<file path="config.mk">
export PLATFORM = sky130hd
export DESIGN_NAME = decodeExecCore
export DESIGN_NICKNAME = d
export VERILOG_FILES = /design/src/hdl/pipePkg.sv /design/src/hdl/isaPkg.sv /design/src/hdl/decodeExecCore.sv /design/src/hdl/execUnit.sv /design/src/hdl/deReg.sv /design/src/hdl/regFile.sv /design/src/hdl/instrDecoder.sv
export SDC_FILE = /design/constraint.sdc
export NUM_CORES = 2
export LEC_CHECK = 0
export ABC_AREA = 0
export ABC_CLOCK_PERIOD_IN_PS = 22400
export BUFFER_PORTS_ARGS = -buffer_cell sky130_fd_sc_hd__buf_2
export CAP_MARGIN = 0
export CORE_AREA = 2 2 288 361
export DETAILED_ROUTE_END_ITERATION = 6
export DIE_AREA = 0 0 290 363
export GPL_ROUTABILITY_DRIVEN = 0
export HOLD_SLACK_MARGIN = 0.05
export PLACE_DENSITY = 0.56
export SYNTH_ARGS = -nofsm -noshare
export SYNTH_HDL_FRONTEND = slang
export SYNTH_SLANG_ARGS = --single-unit
</file>
<file path="constraint.sdc">
create_clock -name CLK -period 22.4 [get_ports CLK]
set_clock_uncertainty 0.1 [all_clocks]
set_input_delay 2.24 -clock CLK [delete_from_list [all_inputs] [get_ports CLK]]
set_output_delay 2.24 -clock CLK [all_outputs]
set_load 0.005 [all_outputs]
</file>
<file path="src/hdl/pipePkg.sv">
package pipePkg;

    // ####################################################################
    // datapath sizing and internal control codes
    // ####################################################################
    localparam int regAddrW = 4;
    localparam int numRegs  = 15;  // R0 to R14, R15 is not stored

    // ALU control, carried from decode through deReg
    localparam logic [1:0] aluAdd = 2'b00;
    localparam logic [1:0] aluSub = 2'b01;
    localparam logic [1:0] aluAnd = 2'b10;
    localparam logic [1:0] aluOrr = 2'b11;

endpackage

</file>
<file path="src/hdl/isaPkg.sv">
package isaPkg;

    // ####################################################################
    // instruction word, one 32-bit word seen as data processing or memory
    // ####################################################################
    typedef union packed {
        struct packed {
            logic [3:0]  cond;
            logic [1:0]  op;
            logic        I;     // immediate second operand
            logic [3:0]  cmd;
            logic        S;     // set flags
            logic [3:0]  Rn;
            logic [3:0]  Rd;
            logic [11:0] src2;  // imm8, or shamt5/sh/0/Rm
        } dp;
        struct packed {
            logic [3:0]  cond;
            logic [1:0]  op;
            logic        notI;  // register offset, not handled here
            logic        P;
            logic        U;     // add offset when set, subtract otherwise
            logic        B;
            logic        W;
            logic        L;     // load when set, store otherwise
            logic [3:0]  Rn;
            logic [3:0]  Rd;
            logic [11:0] imm12;
        } mem;
    } instrWord_u;

    // condition field
    localparam logic [3:0] condEQ = 4'h0;
    localparam logic [3:0] condNE = 4'h1;
    localparam logic [3:0] condCS = 4'h2;
    localparam logic [3:0] condCC = 4'h3;
    localparam logic [3:0] condMI = 4'h4;
    localparam logic [3:0] condPL = 4'h5;
    localparam logic [3:0] condVS = 4'h6;
    localparam logic [3:0] condVC = 4'h7;
    localparam logic [3:0] condHI = 4'h8;
    localparam logic [3:0] condLS = 4'h9;
    localparam logic [3:0] condGE = 4'hA;
    localparam logic [3:0] condLT = 4'hB;
    localparam logic [3:0] condGT = 4'hC;
    localparam logic [3:0] condLE = 4'hD;
    localparam logic [3:0] condAL = 4'hE;

    localparam logic [1:0] opDataProc = 2'b00;
    localparam logic [1:0] opMemory   = 2'b01;

    localparam logic [3:0] cmdAnd = 4'b0000;
    localparam logic [3:0] cmdSub = 4'b0010;
    localparam logic [3:0] cmdAdd = 4'b0100;
    localparam logic [3:0] cmdCmp = 4'b1010;
    localparam logic [3:0] cmdOrr = 4'b1100;

    localparam logic [1:0] shLsl = 2'b00;
    localparam logic [1:0] shLsr = 2'b01;
    localparam logic [1:0] shAsr = 2'b10;
    localparam logic [1:0] shRor = 2'b11;

endpackage
</file>
<file path="src/hdl/decodeExecCore.sv">
`timescale 1ns/1ps

module decodeExecCore
    import pipePkg::*;
(
    input  logic                CLK,
    input  logic                Reset,
    input  logic [31:0]         Instr,
    input  logic                FlushE,
    input  logic                WE3,
    input  logic [regAddrW-1:0] WA3,
    input  logic [31:0]         WD3,
    output logic [31:0]         ALUResult,
    output logic [31:0]         WriteData,
    output logic [regAddrW-1:0] WA3E,
    output logic                RegWriteE,
    output logic                MemWriteE,
    output logic                MemtoRegE,
    output logic [3:0]          Flags
);

    // decode stage
    logic [3:0]          condD;
    logic [1:0]          flagWD;
    logic                regWD;
    logic                memWD;
    logic                memtoRegD;
    logic                aluSrcD;
    logic [1:0]          aluControlD;
    logic [regAddrW-1:0] wa3D;
    logic [regAddrW-1:0] ra1D;
    logic [regAddrW-1:0] ra2D;
    logic [31:0]         rd1D;
    logic [31:0]         rd2D;
    logic [31:0]         extImmD;
    logic [1:0]          shD;
    logic [4:0]          shamt5D;
    logic                noWriteD;

    // execute stage, as latched by deReg
    logic [3:0]          condE;
    logic [1:0]          flagWE;
    logic                regWE;
    logic                memWE;
    logic                memtoRegLatE;
    logic                aluSrcE;
    logic [1:0]          aluControlE;
    logic [regAddrW-1:0] wa3LatE;
    logic [regAddrW-1:0] ra1E;
    logic [regAddrW-1:0] ra2E;
    logic [31:0]         rd1E;
    logic [31:0]         rd2E;
    logic [31:0]         extImmE;
    logic [1:0]          shE;
    logic [4:0]          shamt5E;
    logic                noWriteE;

    instrDecoder instrDecoder_i (
        .Instr(Instr), .CondD(condD), .FlagWD(flagWD), .RegWD(regWD), .MemWD(memWD),
        .MemtoRegD(memtoRegD), .ALUSrcD(aluSrcD), .ALUControlD(aluControlD),
        .WA3D(wa3D), .RA1D(ra1D), .RA2D(ra2D), .ExtImmD(extImmD), .ShD(shD),
        .Shamt5D(shamt5D), .NoWriteD(noWriteD)
    );

    regFile regFile_i (
        .CLK(CLK), .Reset(Reset), .WE3(WE3), .A1(ra1D), .A2(ra2D), .A3(WA3),
        .WD3(WD3), .RD1(rd1D), .RD2(rd2D)
    );

    deReg deReg_i (
        .CLK(CLK), .Reset(Reset), .Flush(FlushE),
        .CondD(condD), .FlagWD(flagWD), .RegWD(regWD), .MemWD(memWD),
        .MemtoRegD(memtoRegD), .ALUSrcD(aluSrcD), .ALUControlD(aluControlD),
        .WA3D(wa3D), .RA1D(ra1D), .RA2D(ra2D), .RD1D(rd1D), .RD2D(rd2D),
        .ExtImmD(extImmD), .ShD(shD), .Shamt5D(shamt5D), .NoWriteD(noWriteD),
        .CondE(condE), .FlagWE(flagWE), .RegWE(regWE), .MemWE(memWE),
        .MemtoRegE(memtoRegLatE), .ALUSrcE(aluSrcE), .ALUControlE(aluControlE),
        .WA3E(wa3LatE), .RA1E(ra1E), .RA2E(ra2E), .RD1E(rd1E), .RD2E(rd2E),
        .ExtImmE(extImmE), .ShE(shE), .Shamt5E(shamt5E), .NoWriteE(noWriteE)
    );

    execUnit execUnit_i (
        .CLK(CLK), .Reset(Reset),
        .CondE(condE), .FlagWE(flagWE), .RegWE(regWE), .MemWE(memWE),
        .MemtoRegE(memtoRegLatE), .ALUSrcE(aluSrcE), .ALUControlE(aluControlE),
        .WA3E(wa3LatE), .RD1E(rd1E), .RD2E(rd2E), .ExtImmE(extImmE), .ShE(shE),
        .Shamt5E(shamt5E), .NoWriteE(noWriteE),
        .ALUResult(ALUResult), .WriteData(WriteData), .WA3(WA3E),
        .RegWrite(RegWriteE), .MemWrite(MemWriteE), .MemtoReg(MemtoRegE), .Flags(Flags)
    );

endmodule

</file>
<file path="src/hdl/execUnit.sv">
`timescale 1ns/1ps

module execUnit
    import isaPkg::*, pipePkg::*;
(
    input  logic                CLK,
    input  logic                Reset,
    input  logic [3:0]          CondE,
    input  logic [1:0]          FlagWE,
    input  logic                RegWE,
    input  logic                MemWE,
    input  logic                MemtoRegE,
    input  logic                ALUSrcE,
    input  logic [1:0]          ALUControlE,
    input  logic [regAddrW-1:0] WA3E,
    input  logic [31:0]         RD1E,
    input  logic [31:0]         RD2E,
    input  logic [31:0]         ExtImmE,
    input  logic [1:0]          ShE,
    input  logic [4:0]          Shamt5E,
    input  logic                NoWriteE,
    output logic [31:0]         ALUResult,
    output logic [31:0]         WriteData,
    output logic [regAddrW-1:0] WA3,
    output logic                RegWrite,
    output logic                MemWrite,
    output logic                MemtoReg,
    output logic [3:0]          Flags
);

    logic [31:0] shiftOut;
    logic [31:0] srcB;
    logic        aluC;
    logic        aluV;
    logic        flagN;
    logic        flagZ;
    logic        flagC;
    logic        flagV;
    logic        condEx;

    // ####################################################################
    // shifter and ALU
    // ####################################################################
    always_comb begin
        case (ShE)
            shLsl:   shiftOut = RD2E << Shamt5E;
            shLsr:   shiftOut = RD2E >> Shamt5E;
            shAsr:   shiftOut = $signed(RD2E) >>> Shamt5E;
            default: shiftOut = (RD2E >> Shamt5E) | (RD2E << (6'd32 - {1'b0, Shamt5E}));
        endcase
    end

    assign srcB = ALUSrcE ? ExtImmE : shiftOut;

    always_comb begin
        aluC = 1'b0;
        aluV = 1'b0;
        case (ALUControlE)
            aluAdd: begin
                {aluC, ALUResult} = {1'b0, RD1E} + {1'b0, srcB};
                aluV = (RD1E[31] == srcB[31]) && (ALUResult[31] != RD1E[31]);
            end
            aluSub: begin
                {aluC, ALUResult} = {1'b0, RD1E} + {1'b0, ~srcB} + 33'd1;  // C is not-borrow
                aluV = (RD1E[31] != srcB[31]) && (ALUResult[31] != RD1E[31]);
            end
            aluAnd:  ALUResult = RD1E & srcB;
            default: ALUResult = RD1E | srcB;
        endcase
    end

    // ####################################################################
    // condition check and flags register
    // ####################################################################
    assign {flagN, flagZ, flagC, flagV} = Flags;

    always_comb begin
        case (CondE)
            condEQ:  condEx = flagZ;
            condNE:  condEx = ~flagZ;
            condCS:  condEx = flagC;
            condCC:  condEx = ~flagC;
            condMI:  condEx = flagN;
            condPL:  condEx = ~flagN;
            condVS:  condEx = flagV;
            condVC:  condEx = ~flagV;
            condHI:  condEx = flagC & ~flagZ;
            condLS:  condEx = ~flagC | flagZ;
            condGE:  condEx = (flagN == flagV);
            condLT:  condEx = (flagN != flagV);
            condGT:  condEx = ~flagZ & (flagN == flagV);
            condLE:  condEx = flagZ | (flagN != flagV);
            condAL:  condEx = 1'b1;
            default: condEx = 1'b0;
        endcase
    end

    always_ff @(posedge CLK, posedge Reset) begin
        if (Reset) begin
            Flags <= '0;
        end else if (condEx) begin
            if (FlagWE[1]) Flags[3:2] <= {ALUResult[31], ALUResult == 32'b0};
            if (FlagWE[0]) Flags[1:0] <= {aluC, aluV};
        end
    end

    assign RegWrite  = condEx & RegWE & ~NoWriteE;
    assign MemWrite  = condEx & MemWE;
    assign MemtoReg  = condEx & MemtoRegE;
    assign WriteData = RD2E;
    assign WA3       = WA3E;

endmodule

</file>
<file path="src/hdl/deReg.sv">
`timescale 1ns/1ps

module deReg
    import pipePkg::*;
(
    input  logic                CLK,
    input  logic                Reset,
    input  logic                Flush,
    input  logic [3:0]          CondD,
    input  logic [1:0]          FlagWD,
    input  logic                RegWD,
    input  logic                MemWD,
    input  logic                MemtoRegD,
    input  logic                ALUSrcD,
    input  logic [1:0]          ALUControlD,
    input  logic [regAddrW-1:0] WA3D,
    input  logic [regAddrW-1:0] RA1D,
    input  logic [regAddrW-1:0] RA2D,
    input  logic [31:0]         RD1D,
    input  logic [31:0]         RD2D,
    input  logic [31:0]         ExtImmD,
    input  logic [1:0]          ShD,
    input  logic [4:0]          Shamt5D,
    input  logic                NoWriteD,
    output logic [3:0]          CondE,
    output logic [1:0]          FlagWE,
    output logic                RegWE,
    output logic                MemWE,
    output logic                MemtoRegE,
    output logic                ALUSrcE,
    output logic [1:0]          ALUControlE,
    output logic [regAddrW-1:0] WA3E,
    output logic [regAddrW-1:0] RA1E,
    output logic [regAddrW-1:0] RA2E,
    output logic [31:0]         RD1E,
    output logic [31:0]         RD2E,
    output logic [31:0]         ExtImmE,
    output logic [1:0]          ShE,
    output logic [4:0]          Shamt5E,
    output logic                NoWriteE
);

    always_ff @(posedge CLK, posedge Reset) begin
        if (Reset) begin
            {CondE, FlagWE, RegWE, MemWE, MemtoRegE, ALUSrcE, ALUControlE, WA3E, RA1E,
             RA2E, RD1E, RD2E, ExtImmE, ShE, Shamt5E, NoWriteE} <= '0;
        end else if (Flush) begin  // a flushed slot looks exactly like the reset slot
            {CondE, FlagWE, RegWE, MemWE, MemtoRegE, ALUSrcE, ALUControlE, WA3E, RA1E,
             RA2E, RD1E, RD2E, ExtImmE, ShE, Shamt5E, NoWriteE} <= '0;
        end else begin
            CondE       <= CondD;
            FlagWE      <= FlagWD;
            RegWE       <= RegWD;
            MemWE       <= MemWD;
            MemtoRegE   <= MemtoRegD;
            ALUSrcE     <= ALUSrcD;
            ALUControlE <= ALUControlD;
            WA3E        <= WA3D;
            RA1E        <= RA1D;  // the read addresses are kept for forwarding
            RA2E        <= RA2D;
            RD1E        <= RD1D;
            RD2E        <= RD2D;
            ExtImmE     <= ExtImmD;
            ShE         <= ShD;
            Shamt5E     <= Shamt5D;
            NoWriteE    <= NoWriteD;
        end
    end

endmodule

</file>
<file path="src/hdl/regFile.sv">
`timescale 1ns/1ps

module regFile
    import pipePkg::*;
(
    input  logic                CLK,
    input  logic                Reset,
    input  logic                WE3,
    input  logic [regAddrW-1:0] A1,
    input  logic [regAddrW-1:0] A2,
    input  logic [regAddrW-1:0] A3,
    input  logic [31:0]         WD3,
    output logic [31:0]         RD1,
    output logic [31:0]         RD2
);

    logic [31:0] regs [numRegs];

    always_ff @(posedge CLK, posedge Reset) begin
        if (Reset) begin
            for (int i = 0; i < numRegs; i++) begin
                regs[i] <= '0;
            end
        end else if (WE3 && (A3 < numRegs)) begin
            regs[A3] <= WD3;
        end
    end

    // no write bypass, a same-cycle read sees the old value
    assign RD1 = (A1 < numRegs) ? regs[A1] : '0;
    assign RD2 = (A2 < numRegs) ? regs[A2] : '0;

endmodule

</file>
<file path="src/hdl/instrDecoder.sv">
`timescale 1ns/1ps

module instrDecoder
    import isaPkg::*, pipePkg::*;
(
    input  instrWord_u             Instr,
    output logic [3:0]             CondD,
    output logic [1:0]             FlagWD,
    output logic                   RegWD,
    output logic                   MemWD,
    output logic                   MemtoRegD,
    output logic                   ALUSrcD,
    output logic [1:0]             ALUControlD,
    output logic [regAddrW-1:0]    WA3D,
    output logic [regAddrW-1:0]    RA1D,
    output logic [regAddrW-1:0]    RA2D,
    output logic [31:0]            ExtImmD,
    output logic [1:0]             ShD,
    output logic [4:0]             Shamt5D,
    output logic                   NoWriteD
);

    logic cmdOk;  // cmd is one of the supported data processing ops

    always_comb begin
        CondD       = Instr.dp.cond;
        FlagWD      = 2'b00;
        RegWD       = 1'b0;
        MemWD       = 1'b0;
        MemtoRegD   = 1'b0;
        ALUSrcD     = 1'b0;
        ALUControlD = aluAdd;
        WA3D        = Instr.dp.Rd;
        RA1D        = Instr.dp.Rn;
        RA2D        = Instr.dp.src2[3:0];
        ExtImmD     = '0;
        ShD         = shLsl;
        Shamt5D     = '0;
        NoWriteD    = 1'b0;
        cmdOk       = 1'b1;

        case (Instr.dp.op)
            opDataProc: begin
                ALUSrcD = Instr.dp.I;
                ExtImmD = {24'b0, Instr.dp.src2[7:0]};  // zero extended, no rotation
                if (!Instr.dp.I) begin
                    ShD     = Instr.dp.src2[6:5];
                    Shamt5D = Instr.dp.src2[11:7];
                end
                case (Instr.dp.cmd)
                    cmdAdd: ALUControlD = aluAdd;
                    cmdSub: ALUControlD = aluSub;
                    cmdAnd: ALUControlD = aluAnd;
                    cmdOrr: ALUControlD = aluOrr;
                    cmdCmp: begin
                        ALUControlD = aluSub;
                        NoWriteD    = 1'b1;  // compare only sets flags
                    end
                    default: cmdOk = 1'b0;
                endcase
                RegWD     = cmdOk;
                FlagWD[1] = cmdOk & Instr.dp.S;  // NZ
                FlagWD[0] = cmdOk & Instr.dp.S
                            & ((ALUControlD == aluAdd) | (ALUControlD == aluSub));  // CV
            end
            opMemory: begin
                ALUSrcD     = 1'b1;
                ALUControlD = Instr.mem.U ? aluAdd : aluSub;
                ExtImmD     = {20'b0, Instr.mem.imm12};
                RA1D        = Instr.mem.Rn;
                RA2D        = Instr.mem.Rd;  // store data comes from Rd
                WA3D        = Instr.mem.Rd;
                RegWD       = Instr.mem.L;
                MemtoRegD   = Instr.mem.L;
                MemWD       = ~Instr.mem.L;
            end
            default: ;  // branches and the rest write nothing
        endcase
    end

endmodule

</file>
* After elaboration in Yosys (flattened, before gate mapping)
Cells that the tools add are included.
Widths: inputs -> output; s select.
** Storage, ports and cells
- Flip-flop bits (word level) :: 584
- Word-level logic and storage cells :: 165
** Cells by class
- $add $sub $neg :: 4
- Order comparisons :: 7
- Eq/ne operators :: 30
- Shift operators :: 4
- Mux-type cells :: 50
- Bitwise logic cells :: 24
- Reduce and logical (&&, ||, !) cells :: 15
** Operators by type and width (count)
- $bwmux 480 :: 1
- $mux 32 :: 10
- $bmux 32 s4 :: 2
- $pmux 32 s3 :: 2
- $demux 32 s4 :: 1
- $add 32x32->33 :: 2
- $or 32x32->32 :: 2
- $eq 4x4->1 const B :: 9
- $add 33x1->33 const B :: 1
- $and 32x32->32 :: 1
- $logic_not 32->1 :: 1
- $not 32->32 :: 1
- $shl 32x5->32 :: 1
- $shl 32x6->32 :: 1
- $shr 32x5->32 :: 1
- $sshr 32x5->32 :: 1
- $pmux 12 s2 :: 1
- $eq 4x3->1 const B :: 5
- $ge 5x5->1 const B :: 3
- $mux 5 :: 3
- $not 4->5 :: 3
- $pmux 1 s15 :: 1
- $mux 2 :: 7
- $eq 4x2->1 const B :: 3
- 23 further kinds :: 71

* Logic depth before layout (Yosys ltp)
- Word-level depth :: 11
- Gate-level depth with buffers :: 30

* Modules after synthesis
From an unflattened synthesis, not the netlist that was laid out.
** Second synthesis, totals
- Cell total of the unflattened synthesis :: 4071
- Area, all modules :: 42132.9 um^2
** By module, submodules not included
- regFile :: instances 1, cells each 1886, area an instance 25592.0 um^2
- execUnit :: instances 1, cells each 1834, area an instance 11876.4 um^2
- deReg :: instances 1, cells each 271, area an instance 4108.9 um^2
- instrDecoder :: instances 1, cells each 80, area an instance 555.5 um^2

* Worst setup path before layout
OpenSTA, ideal clock, no wires.
- Path kind :: reg-to-output
- Start point :: register deReg_i.Shamt5E[1]
- End point :: output ALUResult[29]
- Arrival :: 6052 ps
- Slack :: 14008 ps
- Cell stages (with the launch flop) :: 25
- Cell sequence :: dfrtp_1 > inv_1 > clkbuf_1 > buf_1 > clkbuf_1 > ha_1 > nand2_1 > xnor2_1 > nand2_1 > nor2_1 > nand2_1 > o311ai_0 > nand2_1 > a21oi_1 > a221oi_1 > or2_2 > ha_1 > clkbuf_1 > nand4_1 > nor3b_1 > a41o_1 > nor3b_1 > o311ai_0 > and4_1 > or3b_2
** On the way
- Cells in the longest elaborated chain, start to end :: 9
- Elaborated cells between the ends (all ways) :: 15
- Those cells by class :: add/sub (4); shift (4); mux (3); bitwise (4)
** RTL lines
- start: declaration :: line deReg.sv:39 : output logic [4:0] Shamt5E,
- start signal: assignment :: line deReg.sv:65 : Shamt5E <= Shamt5D;
- $sub 6x5->6 :: line execUnit.sv:49 : default: shiftOut = (RD2E >> Shamt5E) | (RD2E << (6'd32 - {1'b0, Shamt5E}));
- $shl 32x6->32 :: line execUnit.sv:49
- $or 32x32->32 :: line execUnit.sv:49
- $pmux 32 s3 * :: line execUnit.sv:45 : case (ShE)
- $mux 32 * :: line execUnit.sv:53 : assign srcB = ALUSrcE ? ExtImmE : shiftOut;
- $not 32->32 :: line execUnit.sv:64 : {aluC, ALUResult} = {1'b0, RD1E} + {1'b0, ~srcB} + 33'd1;
- $add 32x32->33 :: line execUnit.sv:64
- $add 33x1->33 :: line execUnit.sv:64
- $pmux 32 s3 * :: line execUnit.sv:58 : case (ALUControlE)
- end: declaration :: line decodeExecCore.sv:13 : output logic [31:0] ALUResult,
Every way passes the cells marked *; elsewhere a longest branch is shown, timed or not.

* Worst setup path after layout
Same ends and word-level chain as after synthesis.

==> flow_summary.json <==
{
  "floorplan.die.height_um": 363,
  "synth_most_common_cell": "nand2_1",
  "tritoncts.num_buffers": 68,
  "post_cts_resize_count": 0,
  "yosys.area.top_type": "dfrtp_1",
  "critical-path-top-delay-family": "simple AND/OR/NAND/NOR gates",
  "grt_pass1_wl_mm": 218,
  "route.antenna.remaining_nets": 0,
  "post_cts_hold_buffer_count": 0,
  "ctsHtreeMaxLevel": 3,
  "postSynthAreaPerCell_um2": 9.39,
  "die-area_um2": 105000,
  "first_pass_iters": 7,
  "port_buffers": 146,
  "hold_path_class": "reg2reg",
  "post_route_cells_drive_above_1_share": 0.243,
  "numPlacedInstances": 5484,
  "post-route-worst-setup-slack_ns": 11.43,
  "timing.setup.critical_path_class": "reg2out",
  "drv_cap": 0,
  "clk_latency_ns": 0.63,
  "postSynth.topFlopCell": "dfrtp_1",
  "final-hold-violation-count": 0,
  "leakage_power_nw": 18.9,
  "postCtsSetupBuffers": 0,
  "dp_worst_setup_slack_ns": 12.51,
  "total_power_mw": 3.81,
  "cts_num_sinks": 584,
  "worst-endpoint-required_ns": 20.06,
  "grt_antenna_before_repair": 16,
  "ys_async_sr_fraction": 1.00,
  "cpMaxStageDelayCell": "clkinv_1",
  "area_growth_syn_to_layout_pct": 10.1,
  "timing.critical_path.cells": "buf_4, inv_1, ha_1, clkinv_1, mux2_2, o211ai_1, o311ai_0, nand2_1, a21oi_1, a221oi_1, or2_2, ha_1, nand4_1, nor3b_1, a41o_1, nor3b_1, o311ai_0, and4_1, or3b_2, buf_2",
  "synth_top_cells_by_area": "dfrtp_1, mux2_2, mux4_2",
  "drtIter0Drc": 3548,
  "grt_setup_unrepaired": "false",
  "crit_path_start_kind": "register",
  "stdcell_count": 5608,
  "grtUsageTotal": 0.271,
  "coreArea_um2": 102000,
  "vdd_ir_drop_max_mv": 0.0634,
  "worst_max_slew_pin_slew_ns": 1.15,
  "place_hpwl_mm": 94.9,
  "final.min_clock_period_ns": 10.97,
  "initial_utilization": 0.397,
  "vias_per_cell": 6.23,
  "synth_cell_type_count": 82,
  "synth-edff-count": 0,
  "tritoncts_clock_tree": "built",
  "fin_tns_setup_ns": 0,
  "timing.max_slew.rel_slack": 0.230,
  "avgRoutedWirePerCell_um": 26.1,
  "fraction_of_post_synthesis_cell_area_in_the_top_cell_type_by_area": 0.362,
  "remaining_drcs": 24,
  "grt_max_degree": 158,
  "status": "finished with violations",
  "final_nets": 4400,
  "max_clock_freq_ghz": 0.0912,
  "rows": 131,
  "cp-end-kind": "output port",
  "combined_area_of_all_synthesized_cells_um2": 40400,
  "placement.cell_area_um2": 42200,
  "timing_max_transition_violations_final": 0,
  "finalSetupViolCount": 0,
  "synthCells": 4299,
  "critical_path_arrival_ns": 8.63,
  "power_per_cell_area_nw_per_um2": 85.7,
  "yosysWarningCount": 0,
  "clkTransAtPathRegs_ns": 0.06,
  "total_wirelength_of_the_detailed_routed_design_mm": 147,
  "failed_checks": "DRC",
  "overflow": 0,
  "period_share": 0.490,
  "ys_seq_area_frac": 0.362,
  "fin_area_um2": 44500,
  "top_cells_by_count_synth": "nand2_1, dfrtp_1, mux2_2",
  "critical_path.max_stage_delay_ns": 0.98,
  "synth_seq_cells": 584,
  "floorplan.die.width_um": 290,
  "worst-path-max-fanout": 67,
  "synth.net_count": 4475,
  "largest_buffer_count_on_any_clock_path": 3,
  "timing.critical_path.buf_inv": 4,
  "ios": 147,
  "route.vias.total": 35000,
  "clk_root_buffer_cell": "clkbuf_16",
  "grt_pass1_vias": 33200
}
kinds of logic after synthesis:
| group | after synthesis | share of synthesized area |
|---|---|---|
| flops | 584 | 0.362 |
| compound gates | 919 | 0.151 |
| buf+inv | 467 | 0.0436 |
| simple gates | 1458 | 0.163 |
| xor+xnor | 21 | 0.00456 |
| fa+ha+maj | 104 | 0.0326 |
| mux | 746 | 0.244 |
worst paths after layout:
path,cells past startpoint,to,slack (ns),start
max,20,ALUResult[29],11.43,deReg_i.Shamt5E[1]
min,1,regFile_i.regs[281],0.43,regFile_i.regs[281]
max reg2reg,23,execUnit_i.Flags[2],13.78,deReg_i.Shamt5E[1]
min reg2reg,1,regFile_i.regs[281],0.43,regFile_i.regs[281]
max in group asynchronous,5,deReg_i.ALUSrcE,17.36,Reset
min in group asynchronous,2,regFile_i.regs[442],1.64,Reset
layout by cell type, fill, tap and decap left out, types with 73 or more instances in the layout:
cell type | Yosys | layout
a21oi_1 | 254 | 254
nand2_1 | 716 | 715
mux4_2 | 139 | 139
ha_1 | 102 | 102
a311oi_1 | 75 | 75
buf_2 | 4 | 144
o21ai_0 | 169 | 169
mux2i_1 | 102 | 98
a211oi_1 | 81 | 81
buf_4 | 0 | 73
inv_1 | 90 | 89
dfrtp_1 | 584 | 576
nor2_1 | 240 | 231
nand3_1 | 157 | 157
mux2_2 | 505 | 503
nor2b_1 | 84 | 81
layer usage:
layer	vias to the layer above	track usage	share of wire
li1	15500	-	-
met1	17400	0.356	0.41
met2	1660	0.441	0.47
met3	369	0.0490	0.078
met4	16	0.118	0.047
met5	-	0	0.00063
registers in the layout, summed over array words and instances (netlist names):
signal               flops
deReg_i.ALUControlE      2
deReg_i.ALUSrcE          1
deReg_i.CondE            4
deReg_i.ExtImmE         12
deReg_i.FlagWE           2
deReg_i.MemWE            1
deReg_i.MemtoRegE        1
deReg_i.NoWriteE         1
deReg_i.RD1E            32
deReg_i.RD2E            32
deReg_i.RegWE            1
deReg_i.ShE              2
deReg_i.Shamt5E          5
deReg_i.WA3E             4
execUnit_i.Flags         4
regFile_i.regs         480
where the power goes:
group | internal (mW) | switching (mW)
registers | 1.28 | 0.187
clock network | 0.675 | 0.476
logic | 0.539 | 0.657
total | 2.49 | 1.32
through the flow:
| step | hold WS (ns) | util |
|---|---|---|
| 2_1_floorplan | 0.396 | - |
| 3_3_place_gp | 0.408 | 0.414 |
| 3_5_place_dp | 0.416 | 0.414 |
| 4_1_cts | 0.428 | 0.437 |
| 5_1_grt | 0.439 | 0.437 |
| 6_report | 0.428 | 0.437 |
final cells by class:
class                           instances  area, um^2
Clock inverter                         24         299
Sequential cell                       584       14600
Antenna cell                            5        12.5
Multi-Input combinational cell       3248       24200
Timing Repair Buffer                  220        1310
Tap cell                             1330        1660
Fill cell                            9870       57300
Clock buffer                           95        1970
Inverter                              102         390
No activity file was read; power rests on OpenSTA's default activity.
